`config.mk`:
```
export PLATFORM = sky130hd
export DESIGN_NAME = soc_periph_top
export DESIGN_NICKNAME = d
export VERILOG_FILES = /design/src/rtl/soc_pkg.sv /design/src/rtl/wb_gpio.sv /design/src/rtl/wb_timer.sv /design/src/rtl/wb_periph_decode.sv /design/src/rtl/soc_periph_top.sv
export SDC_FILE = /design/constraint.sdc
export NUM_CORES = 1
export LEC_CHECK = 0
export ABC_CLOCK_PERIOD_IN_PS = 3300
export BUFFER_PORTS_ARGS = -buffer_cell sky130_fd_sc_hd__buf_2
export CAP_MARGIN = 20
export CORE_MARGIN = 3
export CORE_UTILIZATION = 40
export DETAILED_ROUTE_END_ITERATION = 10
export SYNTH_ARGS = -nofsm -noshare
export SYNTH_HDL_FRONTEND = slang
export SYNTH_SLANG_ARGS = --single-unit
```
`constraint.sdc`:
```
create_clock -name clk -period 3.3 [get_ports clk]
set_input_delay 0.33 -clock clk [delete_from_list [all_inputs] [get_ports clk]]
set_output_delay 0.33 -clock clk [all_outputs]
set_load 0.05 [all_outputs]
```
`src/rtl/soc_pkg.sv`:
```
// Shared definitions for the Wishbone peripheral slice
// Bus widths, peripheral address map, register indices and timer control bits

package soc_pkg;

	//----------------------------------------------------------------------
	// Bus widths
	//----------------------------------------------------------------------
	localparam int DATA_W = 32;
	localparam int ADDR_W = 32;

	//----------------------------------------------------------------------
	// Address map
	//----------------------------------------------------------------------
	// Upper address bits pick the peripheral region
	localparam int REGION_MSB = 31;
	localparam int REGION_LSB = 17;
	localparam logic [REGION_MSB-REGION_LSB:0] TIMER_REGION = 15'h7001;
	localparam logic [REGION_MSB-REGION_LSB:0] GPIO_REGION  = 15'h7002;

	// Word-addressed register index inside a region
	localparam int REG_LSB = 2;
	localparam int REG_MSB = 4;

	// Default width of the LED / switch port
	localparam int GPIO_W_DEFAULT = 8;

	// Slave selected by the current cycle
	typedef enum logic [1:0] {
		TGT_NONE  = 2'd0,
		TGT_TIMER = 2'd1,
		TGT_GPIO  = 2'd2
	} target_e;

	// GPIO register indices
	typedef enum logic [REG_MSB-REG_LSB:0] {
		GPIO_IN   = 3'd0,
		GPIO_OUT  = 3'd1,
		GPIO_MASK = 3'd2
	} gpio_reg_e;

	// Timer register indices, bit 2 picks the channel
	typedef enum logic [REG_MSB-REG_LSB:0] {
		T0_CTRL    = 3'd0,
		T0_COMPARE = 3'd1,
		T0_COUNTER = 3'd2,
		T1_CTRL    = 3'd4,
		T1_COMPARE = 3'd5,
		T1_COUNTER = 3'd6
	} timer_reg_e;

	// Timer control register bits
	localparam int TCTRL_EN    = 0;
	localparam int TCTRL_AR    = 1;
	localparam int TCTRL_IRQEN = 2;
	localparam int TCTRL_TRIG  = 3;

endpackage

```
`src/rtl/wb_gpio.sv`:
```
// GPIO slave on the peripheral bus
// Drives the LED outputs, samples the switches and raises a masked
// level interrupt from the sampled inputs

`timescale 1ns/100ps

module wb_gpio #(
	parameter int gpio_w = 8
) (
	input  logic                      clk,
	input  logic                      reset_i,
	input  logic                      stb_i,
	input  logic                      we_i,
	input  soc_pkg::gpio_reg_e        reg_i,
	input  logic [soc_pkg::DATA_W-1:0] dat_i,
	input  logic [gpio_w-1:0]         gpio_in_i,
	output logic [soc_pkg::DATA_W-1:0] dat_o,
	output logic                      ack_o,
	output logic [gpio_w-1:0]         gpio_out_o,
	output logic                      irq_o
);

	// Sampled switches, LED value and interrupt mask
	logic [gpio_w-1:0] in_r;
	logic [gpio_w-1:0] out_r;
	logic [gpio_w-1:0] mask_r;
	logic              req;
	logic [gpio_w-1:0] rd_val;

	// First cycle of a request only, the ack cycle is ignored
	assign req = stb_i && !ack_o;

	//----------------------------------------------------------------------
	// Read mux
	//----------------------------------------------------------------------
	always_comb begin
		case (reg_i)
			soc_pkg::GPIO_IN:   rd_val = in_r;
			soc_pkg::GPIO_OUT:  rd_val = out_r;
			soc_pkg::GPIO_MASK: rd_val = mask_r;
			default:            rd_val = '0;
		endcase
	end

	//----------------------------------------------------------------------
	// Control registers, ack and interrupt
	//----------------------------------------------------------------------
	always_ff @(posedge clk) begin
		if (reset_i) begin
			ack_o  <= 1'b0;
			out_r  <= '0;
			mask_r <= '0;
			irq_o  <= 1'b0;
		end else begin
			// One ack per request, one cycle after the strobe
			ack_o <= req;
			if (req && we_i) begin
				// GPIO_IN is read only, a write there falls through
				if (reg_i == soc_pkg::GPIO_OUT)
					out_r <= dat_i[gpio_w-1:0];
				if (reg_i == soc_pkg::GPIO_MASK)
					mask_r <= dat_i[gpio_w-1:0];
			end
			// Level request from any unmasked input
			irq_o <= |(in_r & mask_r);
		end
	end

	// Input sampling and read data, zero when not answering
	always_ff @(posedge clk) begin
		in_r  <= gpio_in_i;
		dat_o <= req ? {{(soc_pkg::DATA_W-gpio_w){1'b0}}, rd_val} : '0;
	end

	assign gpio_out_o = out_r;

endmodule

```
`src/rtl/wb_timer.sv`:
```
// Two-channel timer slave on the peripheral bus
// Each channel counts up to its compare value, then sets a sticky trigger,
// restarts from zero and stops unless auto-reload is set

`timescale 1ns/100ps

module wb_timer (
	input  logic                       clk,
	input  logic                       reset_i,
	input  logic                       stb_i,
	input  logic                       we_i,
	input  soc_pkg::timer_reg_e        reg_i,
	input  logic [soc_pkg::DATA_W-1:0] dat_i,
	output logic [soc_pkg::DATA_W-1:0] dat_o,
	output logic                       ack_o,
	output logic [1:0]                 irq_o
);

	localparam int N_CH = 2;

	// Per channel state, index 0 is timer 0
	logic [N_CH-1:0][3:0]                ctrl_r;
	logic [N_CH-1:0][soc_pkg::DATA_W-1:0] cmp_r;
	logic [N_CH-1:0][soc_pkg::DATA_W-1:0] cnt_r;

	// Write strobes and compare hits
	logic [N_CH-1:0] wr_ctrl;
	logic [N_CH-1:0] wr_cmp;
	logic [N_CH-1:0] wr_cnt;
	logic [N_CH-1:0] match;
	logic            req;
	logic [soc_pkg::DATA_W-1:0] rd_val;

	assign req = stb_i && !ack_o;

	//----------------------------------------------------------------------
	// Register decode
	//----------------------------------------------------------------------
	always_comb begin
		wr_ctrl = '0;
		wr_cmp  = '0;
		wr_cnt  = '0;
		rd_val  = '0;
		case (reg_i)
			soc_pkg::T0_CTRL: begin
				wr_ctrl[0] = req && we_i;
				rd_val     = {{(soc_pkg::DATA_W-4){1'b0}}, ctrl_r[0]};
			end
			soc_pkg::T0_COMPARE: begin
				wr_cmp[0] = req && we_i;
				rd_val    = cmp_r[0];
			end
			soc_pkg::T0_COUNTER: begin
				wr_cnt[0] = req && we_i;
				rd_val    = cnt_r[0];
			end
			soc_pkg::T1_CTRL: begin
				wr_ctrl[1] = req && we_i;
				rd_val     = {{(soc_pkg::DATA_W-4){1'b0}}, ctrl_r[1]};
			end
			soc_pkg::T1_COMPARE: begin
				wr_cmp[1] = req && we_i;
				rd_val    = cmp_r[1];
			end
			soc_pkg::T1_COUNTER: begin
				wr_cnt[1] = req && we_i;
				rd_val    = cnt_r[1];
			end
			// Unlisted indices read zero
			default: rd_val = '0;
		endcase
	end

	// Compare only counts while the channel is running
	always_comb begin
		for (int c = 0; c < N_CH; c++) begin
			match[c] = ctrl_r[c][soc_pkg::TCTRL_EN] && (cnt_r[c] == cmp_r[c]);
		end
	end

	//----------------------------------------------------------------------
	// Counters and control
	//----------------------------------------------------------------------
	always_ff @(posedge clk) begin
		if (reset_i) begin
			ack_o  <= 1'b0;
			ctrl_r <= '0;
			cmp_r  <= '0;
			cnt_r  <= '0;
		end else begin
			ack_o <= req;
			for (int c = 0; c < N_CH; c++) begin
				// Bus write takes all four bits, so TRIG clears here
				if (wr_ctrl[c]) begin
					ctrl_r[c] <= dat_i[3:0];
				end else if (match[c]) begin
					ctrl_r[c][soc_pkg::TCTRL_TRIG] <= 1'b1;
					if (!ctrl_r[c][soc_pkg::TCTRL_AR])
						ctrl_r[c][soc_pkg::TCTRL_EN] <= 1'b0;
				end
				if (wr_cmp[c])
					cmp_r[c] <= dat_i;
				// Load from bus, restart on a hit, else step
				if (wr_cnt[c])
					cnt_r[c] <= dat_i;
				else if (match[c])
					cnt_r[c] <= '0;
				else if (ctrl_r[c][soc_pkg::TCTRL_EN])
					cnt_r[c] <= cnt_r[c] + 1'b1;
			end
		end
	end

	// Read data only in the ack cycle, zero otherwise for the OR merge
	always_ff @(posedge clk) begin
		dat_o <= req ? rd_val : '0;
	end

	// Level request per channel
	assign irq_o[0] = ctrl_r[0][soc_pkg::TCTRL_TRIG] && ctrl_r[0][soc_pkg::TCTRL_IRQEN];
	assign irq_o[1] = ctrl_r[1][soc_pkg::TCTRL_TRIG] && ctrl_r[1][soc_pkg::TCTRL_IRQEN];

endmodule

```
`src/rtl/wb_periph_decode.sv`:
```
// Peripheral address decoder
// Routes the bus strobe to the timer or GPIO slave, merges their acks and
// read data, answers unmapped cycles and builds the active-low IRQ vector

`timescale 1ns/100ps

module wb_periph_decode (
	input  logic                                   clk,
	input  logic                                   reset_i,
	input  logic                                   cyc_i,
	input  logic                                   stb_i,
	input  logic [soc_pkg::ADDR_W-1:0]             adr_i,
	input  logic [soc_pkg::DATA_W-1:0]             timer_dat_i,
	input  logic                                   timer_ack_i,
	input  logic [1:0]                             timer_irq_i,
	input  logic [soc_pkg::DATA_W-1:0]             gpio_dat_i,
	input  logic                                   gpio_ack_i,
	input  logic                                   gpio_irq_i,
	output logic                                   timer_stb_o,
	output logic                                   gpio_stb_o,
	output logic [soc_pkg::REG_MSB-soc_pkg::REG_LSB:0] reg_o,
	output logic [soc_pkg::DATA_W-1:0]             dat_o,
	output logic                                   ack_o,
	output logic [2:0]                             irq_n_o
);

	soc_pkg::target_e tgt;
	logic [soc_pkg::REGION_MSB-soc_pkg::REGION_LSB:0] region;
	logic             bus_req;
	logic             none_ack_r;

	//----------------------------------------------------------------------
	// Region compare
	//----------------------------------------------------------------------
	assign region  = adr_i[soc_pkg::REGION_MSB:soc_pkg::REGION_LSB];
	assign bus_req = cyc_i && stb_i;

	always_comb begin
		if (region == soc_pkg::TIMER_REGION)
			tgt = soc_pkg::TGT_TIMER;
		else if (region == soc_pkg::GPIO_REGION)
			tgt = soc_pkg::TGT_GPIO;
		else
			tgt = soc_pkg::TGT_NONE;
	end

	// Strobe goes to exactly one slave
	assign timer_stb_o = bus_req && (tgt == soc_pkg::TGT_TIMER);
	assign gpio_stb_o  = bus_req && (tgt == soc_pkg::TGT_GPIO);

	// Word index within the region
	assign reg_o = adr_i[soc_pkg::REG_MSB:soc_pkg::REG_LSB];

	//----------------------------------------------------------------------
	// Unmapped cycles
	//----------------------------------------------------------------------
	// Ack one cycle late, held off while the same stb is still up
	always_ff @(posedge clk) begin
		if (reset_i)
			none_ack_r <= 1'b0;
		else
			none_ack_r <= bus_req && (tgt == soc_pkg::TGT_NONE) && !none_ack_r;
	end

	// Only one source answers at a time, idle slaves return zero
	assign ack_o = timer_ack_i | gpio_ack_i | none_ack_r;
	assign dat_o = timer_dat_i | gpio_dat_i;

	//----------------------------------------------------------------------
	// Interrupt vector
	//----------------------------------------------------------------------
	// Bit 0 timer 0, bit 1 GPIO, bit 2 timer 1
	assign irq_n_o = ~{timer_irq_i[1], gpio_irq_i, timer_irq_i[0]};

endmodule

```
`src/rtl/soc_periph_top.sv`:
```
// Peripheral slice top level
// Wishbone decoder with the GPIO and timer slaves side by side

`timescale 1ns/100ps

module soc_periph_top #(
	parameter int gpio_w = soc_pkg::GPIO_W_DEFAULT
) (
	input  logic                       clk,
	input  logic                       reset_i,
	// Bus from the master
	input  logic                       cyc_i,
	input  logic                       stb_i,
	input  logic                       we_i,
	input  logic [soc_pkg::ADDR_W-1:0] adr_i,
	input  logic [soc_pkg::DATA_W-1:0] dat_i,
	output logic [soc_pkg::DATA_W-1:0] dat_o,
	output logic                       ack_o,
	// Switches, LEDs and interrupts
	input  logic [gpio_w-1:0]          gpio_in_i,
	output logic [gpio_w-1:0]          gpio_out_o,
	output logic [2:0]                 irq_n_o
);

	//----------------------------------------------------------------------
	// Slave side wires
	//----------------------------------------------------------------------
	logic                                   timer_stb;
	logic                                   gpio_stb;
	logic [soc_pkg::REG_MSB-soc_pkg::REG_LSB:0] reg_idx;
	logic [soc_pkg::DATA_W-1:0]             timer_dat;
	logic [soc_pkg::DATA_W-1:0]             gpio_dat;
	logic                                   timer_ack;
	logic                                   gpio_ack;
	logic [1:0]                             timer_irq;
	logic                                   gpio_irq;

	wb_periph_decode decode_inst (
		.clk         (clk),
		.reset_i     (reset_i),
		.cyc_i       (cyc_i),
		.stb_i       (stb_i),
		.adr_i       (adr_i),
		.timer_dat_i (timer_dat),
		.timer_ack_i (timer_ack),
		.timer_irq_i (timer_irq),
		.gpio_dat_i  (gpio_dat),
		.gpio_ack_i  (gpio_ack),
		.gpio_irq_i  (gpio_irq),
		.timer_stb_o (timer_stb),
		.gpio_stb_o  (gpio_stb),
		.reg_o       (reg_idx),
		.dat_o       (dat_o),
		.ack_o       (ack_o),
		.irq_n_o     (irq_n_o)
	);

	// LEDs and switches
	wb_gpio #(
		.gpio_w (gpio_w)
	) gpio_inst (
		.clk        (clk),
		.reset_i    (reset_i),
		.stb_i      (gpio_stb),
		.we_i       (we_i),
		.reg_i      (soc_pkg::gpio_reg_e'(reg_idx)),
		.dat_i      (dat_i),
		.gpio_in_i  (gpio_in_i),
		.dat_o      (gpio_dat),
		.ack_o      (gpio_ack),
		.gpio_out_o (gpio_out_o),
		.irq_o      (gpio_irq)
	);

	// Two timers
	wb_timer timer_inst (
		.clk     (clk),
		.reset_i (reset_i),
		.stb_i   (timer_stb),
		.we_i    (we_i),
		.reg_i   (soc_pkg::timer_reg_e'(reg_idx)),
		.dat_i   (dat_i),
		.dat_o   (timer_dat),
		.ack_o   (timer_ack),
		.irq_o   (timer_irq)
	);

endmodule

```
==> results by group, run 1 <==
Status
  – Status: finished, final reports clean

Final layout
  – Area of the multi-input gates: 5790 sq um
  – Layout area overhead: 15.4%
  – Commonest non-fill, non-tap cells in the layout: nand2_1, dfxtp_1, a21oi_1
  – Reg area: 4080 sq um
  – Layout cells sized above 1: 0.161
  – Most common cell after layout, fill and taps aside: nand2_1
  – Nets: 1,465
  – Antenna diodes: 0
  – Fill count: 2,491

Clocking
  – CTS tree: done
  – Longest Clk Path Bufs: 3
  – Num CTS Buffers: 24
  – # clock sinks: 204
  – # resized after CTS: 0
  – Clk slew on worst S/H paths: 0.06 ns
  – Worst skew pair latency: 0.52 ns
  – Root buf cell: clkbuf_16
  – H-tree Lvls: 1

Setup path
  – Reg2reg start: timer_inst.cnt_r[36]
  – Critical Path AT: 2.96 ns
  – Slowest stage delay, CP: 0.53 ns
  – WP depth: 6
  – Flop2flop setup slack: 0.74 ns
  – Worst EP required: 3.70 ns
  – Worst-case reg-to-reg path depth: 6
  – CP dominant cell by count: nand4_1
  – CP top delay family: simple AND/OR/NAND/NOR gates
  – R2r endpoint: timer_inst.cnt_r[54]
  – Worst Path Max Fanout: 8
  – CP Class: flip-flop to flip-flop
  – Critical path cell sequence: nand4_1, nor4_1, nand4_1, nor3_1, xnor2_1, o21ai_0
  – Crit-path slowest cell: dfxtp_1
  – CP Capture Type: flip-flop
  – CP Buf/Inv Count: 0
  – CP Launch Type: flip-flop

Synthesis
  – Register area share after synthesis: 0.386
  – Number of flops mapped to enable cells by yosys: 0
  – Syn Std Cell Area: 10,600 sq um
  – Ranking of synthesized cells by area: dfxtp_1, nand2_1, a21oi_1
  – Cell variety after synth: 72
  – Mapped Avg Cell Area: 7.89 sq um
  – Fraction of registers with async set/reset: 0
  – Synthesized Nets: 1,419
  – Synth warnings: 0
  – Top-area cell type share of the netlist area: 0.386
  – Yosys top cell by area: dfxtp_1
  – Synth Instances: 1,340
  – Top_reg_cell synth: dfxtp_1
  – Yosys reg bits: 204

Timing
  – F_max: 391 MHz
  – Final cycle utilization of the critical path: 0.775
  – Setup TNS: 0 ns
  – Slew headroom: 0.346
  – Final setup fails: 0
  – Final Critical Period: 2.56 ns
  – Count of final hold-check violations: 0
  – Worst-Margin Slew: 0.982 ns
  – Layout Skew: 0.0127 ns
  – Max-slew violation count: 0
  – RSZ-0062 raised after global routing: no
  – Setup ws final: 0.741 ns

Min path
  – Hold endpoint: decode_inst.none_ack_r
  – Hold wc startpoint: stb_i
  – Hold Path Class: input pin to flip-flop
  – Hold Path Depth: 3

Floorplan
  – FP Rows: 58
  – Ports: 121
  – Die area: 28,400 sq um
  – Die Y: 169 um
  – Initial Util: 0.414
  – CORE AREA: 25,500 sq um
  – Die X: 169 um

Global routing
  – Gr usage total: 0.249
  – Initial antenna violation count: 0
  – Vias in the first global route: 9,357
  – Largest net degree at the start of global routing: 85
  – Grt ovf: 0
  – First-pass GRT wire length: 55.9 mm

Power
  – Power Total: 5630 uW
  – Worst vdd ir: 0.000356 V
  – Power Density: 462 nW/um^2
  – Static Leak: 0.00452 uW

Drt
  – Iter 0 DRT Violations: 1,105
  – Vias per cell: 5.83
  – Drt pass-1 iters: 5
  – Drc violations: 0
  – Overall routed net length: 37.0 mm
  – Routed Antenna Nets: 0
  – Vias: 10,109
  – Routed WL per cell: 21.3 um

Placed design
  – Routability congestion estimate: 0.887
  – Post-DP HPWL: 26.2 mm
  – Post-Place Setup Slack: 0.458 ns
  – IO Port Bufs: 106

Job
  – Max cap viols: 0
flip-flops by register name, summed over array words and instances, names as in the netlist, 8 cells and up:
register              count
gpio_inst.gpio_out_o      8
timer_inst.dat_o         32
timer_inst.ctrl_r         8
gpio_inst.dat_o           8
gpio_inst.mask_r          8
timer_inst.cmp_r         64
timer_inst.cnt_r         64
gpio_inst.in_r            8
through the flow:
step,std cells,hold slack [ns],area (sq um),utilization
detailed placement,1681,0.424,11200,0.439
global route,1734,0.0944,12200,0.477
floorplan,1340,0.358,10600,-
CTS,1733,0.0493,12200,0.476
global placement,1681,0.406,11200,0.439
finish,1734,0.0661,12200,0.477
synthesized netlist by cell type (7+ instances only):
cell	number
a21oi_1	168
a22oi_1	62
a31oi_1	9
and3_1	22
buf_2	18
buf_4	24
clkbuf_1	90
dfxtp_1	204
inv_1	18
mux2i_1	17
nand2_1	241
nand3_1	44
nand4_1	39
nor2_1	63
nor2b_1	7
nor3_1	23
nor3b_1	8
nor4_1	19
o21ai_0	19
o22ai_1	16
or2_2	11
or3_1	12
xnor2_1	58
xor2_1	48
how the worst max path moves through the flow:
stage                           endpoint                  from
floorplan           timer_inst.cnt_r[17]             adr_i[20]
global placement     timer_inst.cnt_r[9]             adr_i[20]
detailed placement   timer_inst.cnt_r[9]             adr_i[20]
CTS                 timer_inst.cnt_r[54]  timer_inst.cnt_r[36]
global route        timer_inst.cnt_r[54]  timer_inst.cnt_r[33]
finish              timer_inst.cnt_r[54]  timer_inst.cnt_r[36]
kinds of logic (layout without fill, tap and decap cells):
group | count (synthesis) | after routing | synth area share
AND/OR/NAND/NOR | 534 | 534 | 0.250
AO/OA/AOI/OAI | 316 | 316 | 0.182
flip-flops | 204 | 204 | 0.386
buffers and inverters | 156 | 220 | 0.0675
XOR/XNOR | 106 | 106 | 0.0879
multiplexers | 22 | 22 | 0.0236
adder cells (fa/ha/maj) | 2 | 2 | 0.00237
worst min-delay path: cells and delay by family:
family	cells	cell delay (ns)
AND/OR/NAND/NOR	1	0.04
AO/OA/AOI/OAI	1	0.05
buffers and inverters	1	0.10
metal layers:
layer | vias to the layer above | routed length, um | global-route usage
met1 | 4823 | 16300 | 0.372
li1 | 4772 | - | -
met2 | 450 | 16400 | 0.383
met4 | 0 | 902 | 0.0644
met5 | - | 0 | 0
met3 | 64 | 3340 | 0.0290
where the power goes:
part | switching (uW) | internal (uW)
registers | 13.9 | 2470
logic | 186 | 76.9
clock network | 1080 | 1800
total | 1280 | 4350
final cells by class:
type / count / area share
Sequential cell: 204 / 0.335
Timing Repair Buffer: 157 / 0.0794
Multi-Input combinational cell: 980 / 0.475
Tap cell: 330 / 0.0339
Inverter: 19 / 0.00585
Clock buffer: 31 / 0.0573
Clock inverter: 13 / 0.0140
what timing repair did:
item / 4_1_cts / 5_1_grt
endpoints found under the setup margin: 0 / 0
setup buffers: 0 / 0
hold buffers: 8 / 0
endpoints found under the hold margin: 8 / 0
Note: power is estimated with default switching activity, not from simulation.
==> run 2, diff against run 1 <==
--- a/config.mk
+++ b/config.mk
@@ -5,7 +5,7 @@
 export SDC_FILE = /design/constraint.sdc
 export NUM_CORES = 1
 export LEC_CHECK = 0
-export ABC_CLOCK_PERIOD_IN_PS = 3300
+export ABC_CLOCK_PERIOD_IN_PS = 2200
 export BUFFER_PORTS_ARGS = -buffer_cell sky130_fd_sc_hd__buf_2
 export CAP_MARGIN = 20
 export CORE_MARGIN = 3
==> constraint.sdc (replaced) <==
create_clock -name clk -period 2.2 [get_ports clk]
set_input_delay 0.22 -clock clk [delete_from_list [all_inputs] [get_ports clk]]
set_output_delay 0.22 -clock clk [all_outputs]
set_load 0.05 [all_outputs]
==> results by group, run 2 (synthesized netlist as in run 1, its figures left out) <==
Setup path
  – Critical Path AT: 2.59 ns
  – Crit-path slowest cell: or4_4
  – Worst Path Max Fanout: 15
  – Slowest stage delay, CP: 0.45 ns
  – Critical path cell sequence: buf_4, xor2_1, nor4_1, nand2_1, nor4_2, buf_4, or4_4, buf_12, o22ai_1
  – CP dominant cell by count: buf_4
  – CP Capture Type: flip-flop
  – CP Launch Type: flip-flop
  – Worst EP required: 2.65 ns
  – CP Class: flip-flop to flip-flop

Floorplan
  – Die area: 28,400 sq um
  – Die X: 169 um
  – CORE AREA: 25,500 sq um
  – Ports: 121
  – Die Y: 169 um
  – FP Rows: 58
  – Initial Util: 0.414

Final layout
  – Fill count: 2,452
  – Top flop regs: timer_inst.cmp_r: 64 flops, timer_inst.cnt_r: 64 flops, timer_inst.dat_o: 32 flops
  – Antenna diodes: 0
  – Layout area overhead: 27.4%
  – Most common cell after layout, fill and taps aside: nand2_1
  – Layout cells sized above 1: 0.240
  – Commonest non-fill, non-tap cells in the layout: nand2_1, dfxtp_1, a21oi_1
  – Final core utilization: 0.527
  – Filler-free cell count of the finished design: 1,867
  – Nets: 1,597

Drt
  – Routed Antenna Nets: 0
  – Drc violations: 0
  – Routed WL per cell: 21.4 um
  – Overall routed net length: 39.9 mm
  – Drt pass-1 iters: 6
  – Vias: 10,709
  – Vias per cell: 5.74
  – Iter 0 DRT Violations: 1,284

Clocking
  – # clock sinks: 204
  – Root buf cell: clkbuf_16
  – Num CTS Buffers: 25
  – Longest Clk Path Bufs: 3
  – H-tree Lvls: 1
  – Post-CTS setup buffers: 0
  – Worst skew pair latency: 0.53 ns
  – CTS tree: done
  – Clk slew on worst S/H paths: 0.06 ns

Timing
  – Worst-Margin Slew: 0.531 ns
  – F_max: 467 MHz
  – Layout Skew: 0.0118 ns
  – Final cycle utilization of the critical path: 0.973
  – Count of final hold-check violations: 0
  – Final Critical Period: 2.14 ns
  – Setup ws final: 0.0599 ns
  – Setup TNS: 0 ns
  – Min Hold Slack: 0.0181 ns
  – Slew headroom: 0.646
  – Max-slew violation count: 0
  – Final setup fails: 0

Placed design
  – Routability congestion estimate: 0.922
  – Post-DP HPWL: 28.8 mm
  – IO Port Bufs: 106
  – Placed cells: 1,802
  – Post-Place Setup Slack: -0.277 ns

Global routing
  – Grt ovf: 0
  – Largest net degree at the start of global routing: 79
  – Gr usage total: 0.271
  – Initial antenna violation count: 0
  – Vias in the first global route: 10,183
  – First-pass GRT wire length: 60.6 mm

Job
  – Max cap viols: 0

Min path
  – Hold Path Class: input pin to flip-flop

Status
  – Status: finished, final reports clean

Power
  – Power Density: 644 nW/um^2
  – Static Leak: 0.00525 uW
  – Worst vdd ir: 0.000447 V
-- run 2: cell count changes in the layout (fill, tap and decap cells not counted), moves of 2 or more --
cell | before | now
buf_12 | 1 | 15
buf_4 | 42 | 149
clkbuf_8 | 5 | 3
dfxtp_1 | 204 | 192
dfxtp_2 | 0 | 11
dlygate4sd3_1 | 8 | 19
inv_6 | 0 | 2
nor4_1 | 18 | 15
nor4_2 | 3 | 6
-- run 2: metrics by stage --
| stage | power, uW | cell area, sq um |
|---|---|---|
| after floorplan | 3990 | 10600 |
| after global placement | 4240 | 12300 |
| after detailed placement | 4240 | 12300 |
| after CTS | 8700 | 13400 |
| after global routing | 8890 | 13500 |
| final | 8670 | 13500 |
-- run 2: area by class of cell --
cell class                      instances  area (sq um)  area share
Multi-Input combinational cell        980          5840       0.434
Sequential cell                       204          4100       0.305
Timing Repair Buffer                  288          2130       0.159
Clock buffer                           30           674      0.0501
Tap cell                              330           413      0.0307
Clock inverter                         16           221      0.0165
Inverter                               19          71.3     0.00530
-- run 2: path summary, 6_finish.rpt --
| path | start | slack [ns] | end | cells after the start |
|---|---|---|---|---|
| max | timer_inst.cnt_r[4] | 0.06 | timer_inst.cnt_r[6] | 9 |
| min | dat_i[0] | 0.02 | gpio_inst.gpio_out_o[0] | 3 |
| max reg2reg | timer_inst.cnt_r[4] | 0.06 | timer_inst.cnt_r[6] | 9 |
| min reg2reg | decode_inst.none_ack_r | 0.46 | decode_inst.none_ack_r | 1 |
-- run 2: critical path: cells and delay by family, from the launching register on --
kind / cells / cell delay (ns)
AOI/OAI and AO/OA: 1 / 0.17
xor gates and xnor gates: 1 / 0.30
DFF: 1 / 0.37
and+or+nand+nor: 4 / 0.68
buffers and inverters: 3 / 0.53
-- run 2: what timing repair did --
action                                  in CTS  in global routing
hold buffers                                19                  0
gates cloned                                 0                  0
endpoints found under the setup margin      15                 24
resized for setup                            2                 21
hold endpoints to repair                    26                  0
pin swaps                                    0                  1
-- run 2: metal layers --
layer,track usage,vias to the layer above,wire (um)
met5,0,-,0
met4,0.0729,0,925
met3,0.0598,54,4050
met2,0.414,516,17700
met1,0.388,5091,17200
li1,-,5048,-
-- run 2: report_power, final --
group          switching [uW]  total [uW]  internal, uW
clock                    1680        4460          2780
sequential               16.0        3730          3710
combinational             307         479           172
total                    2010        8670          6660
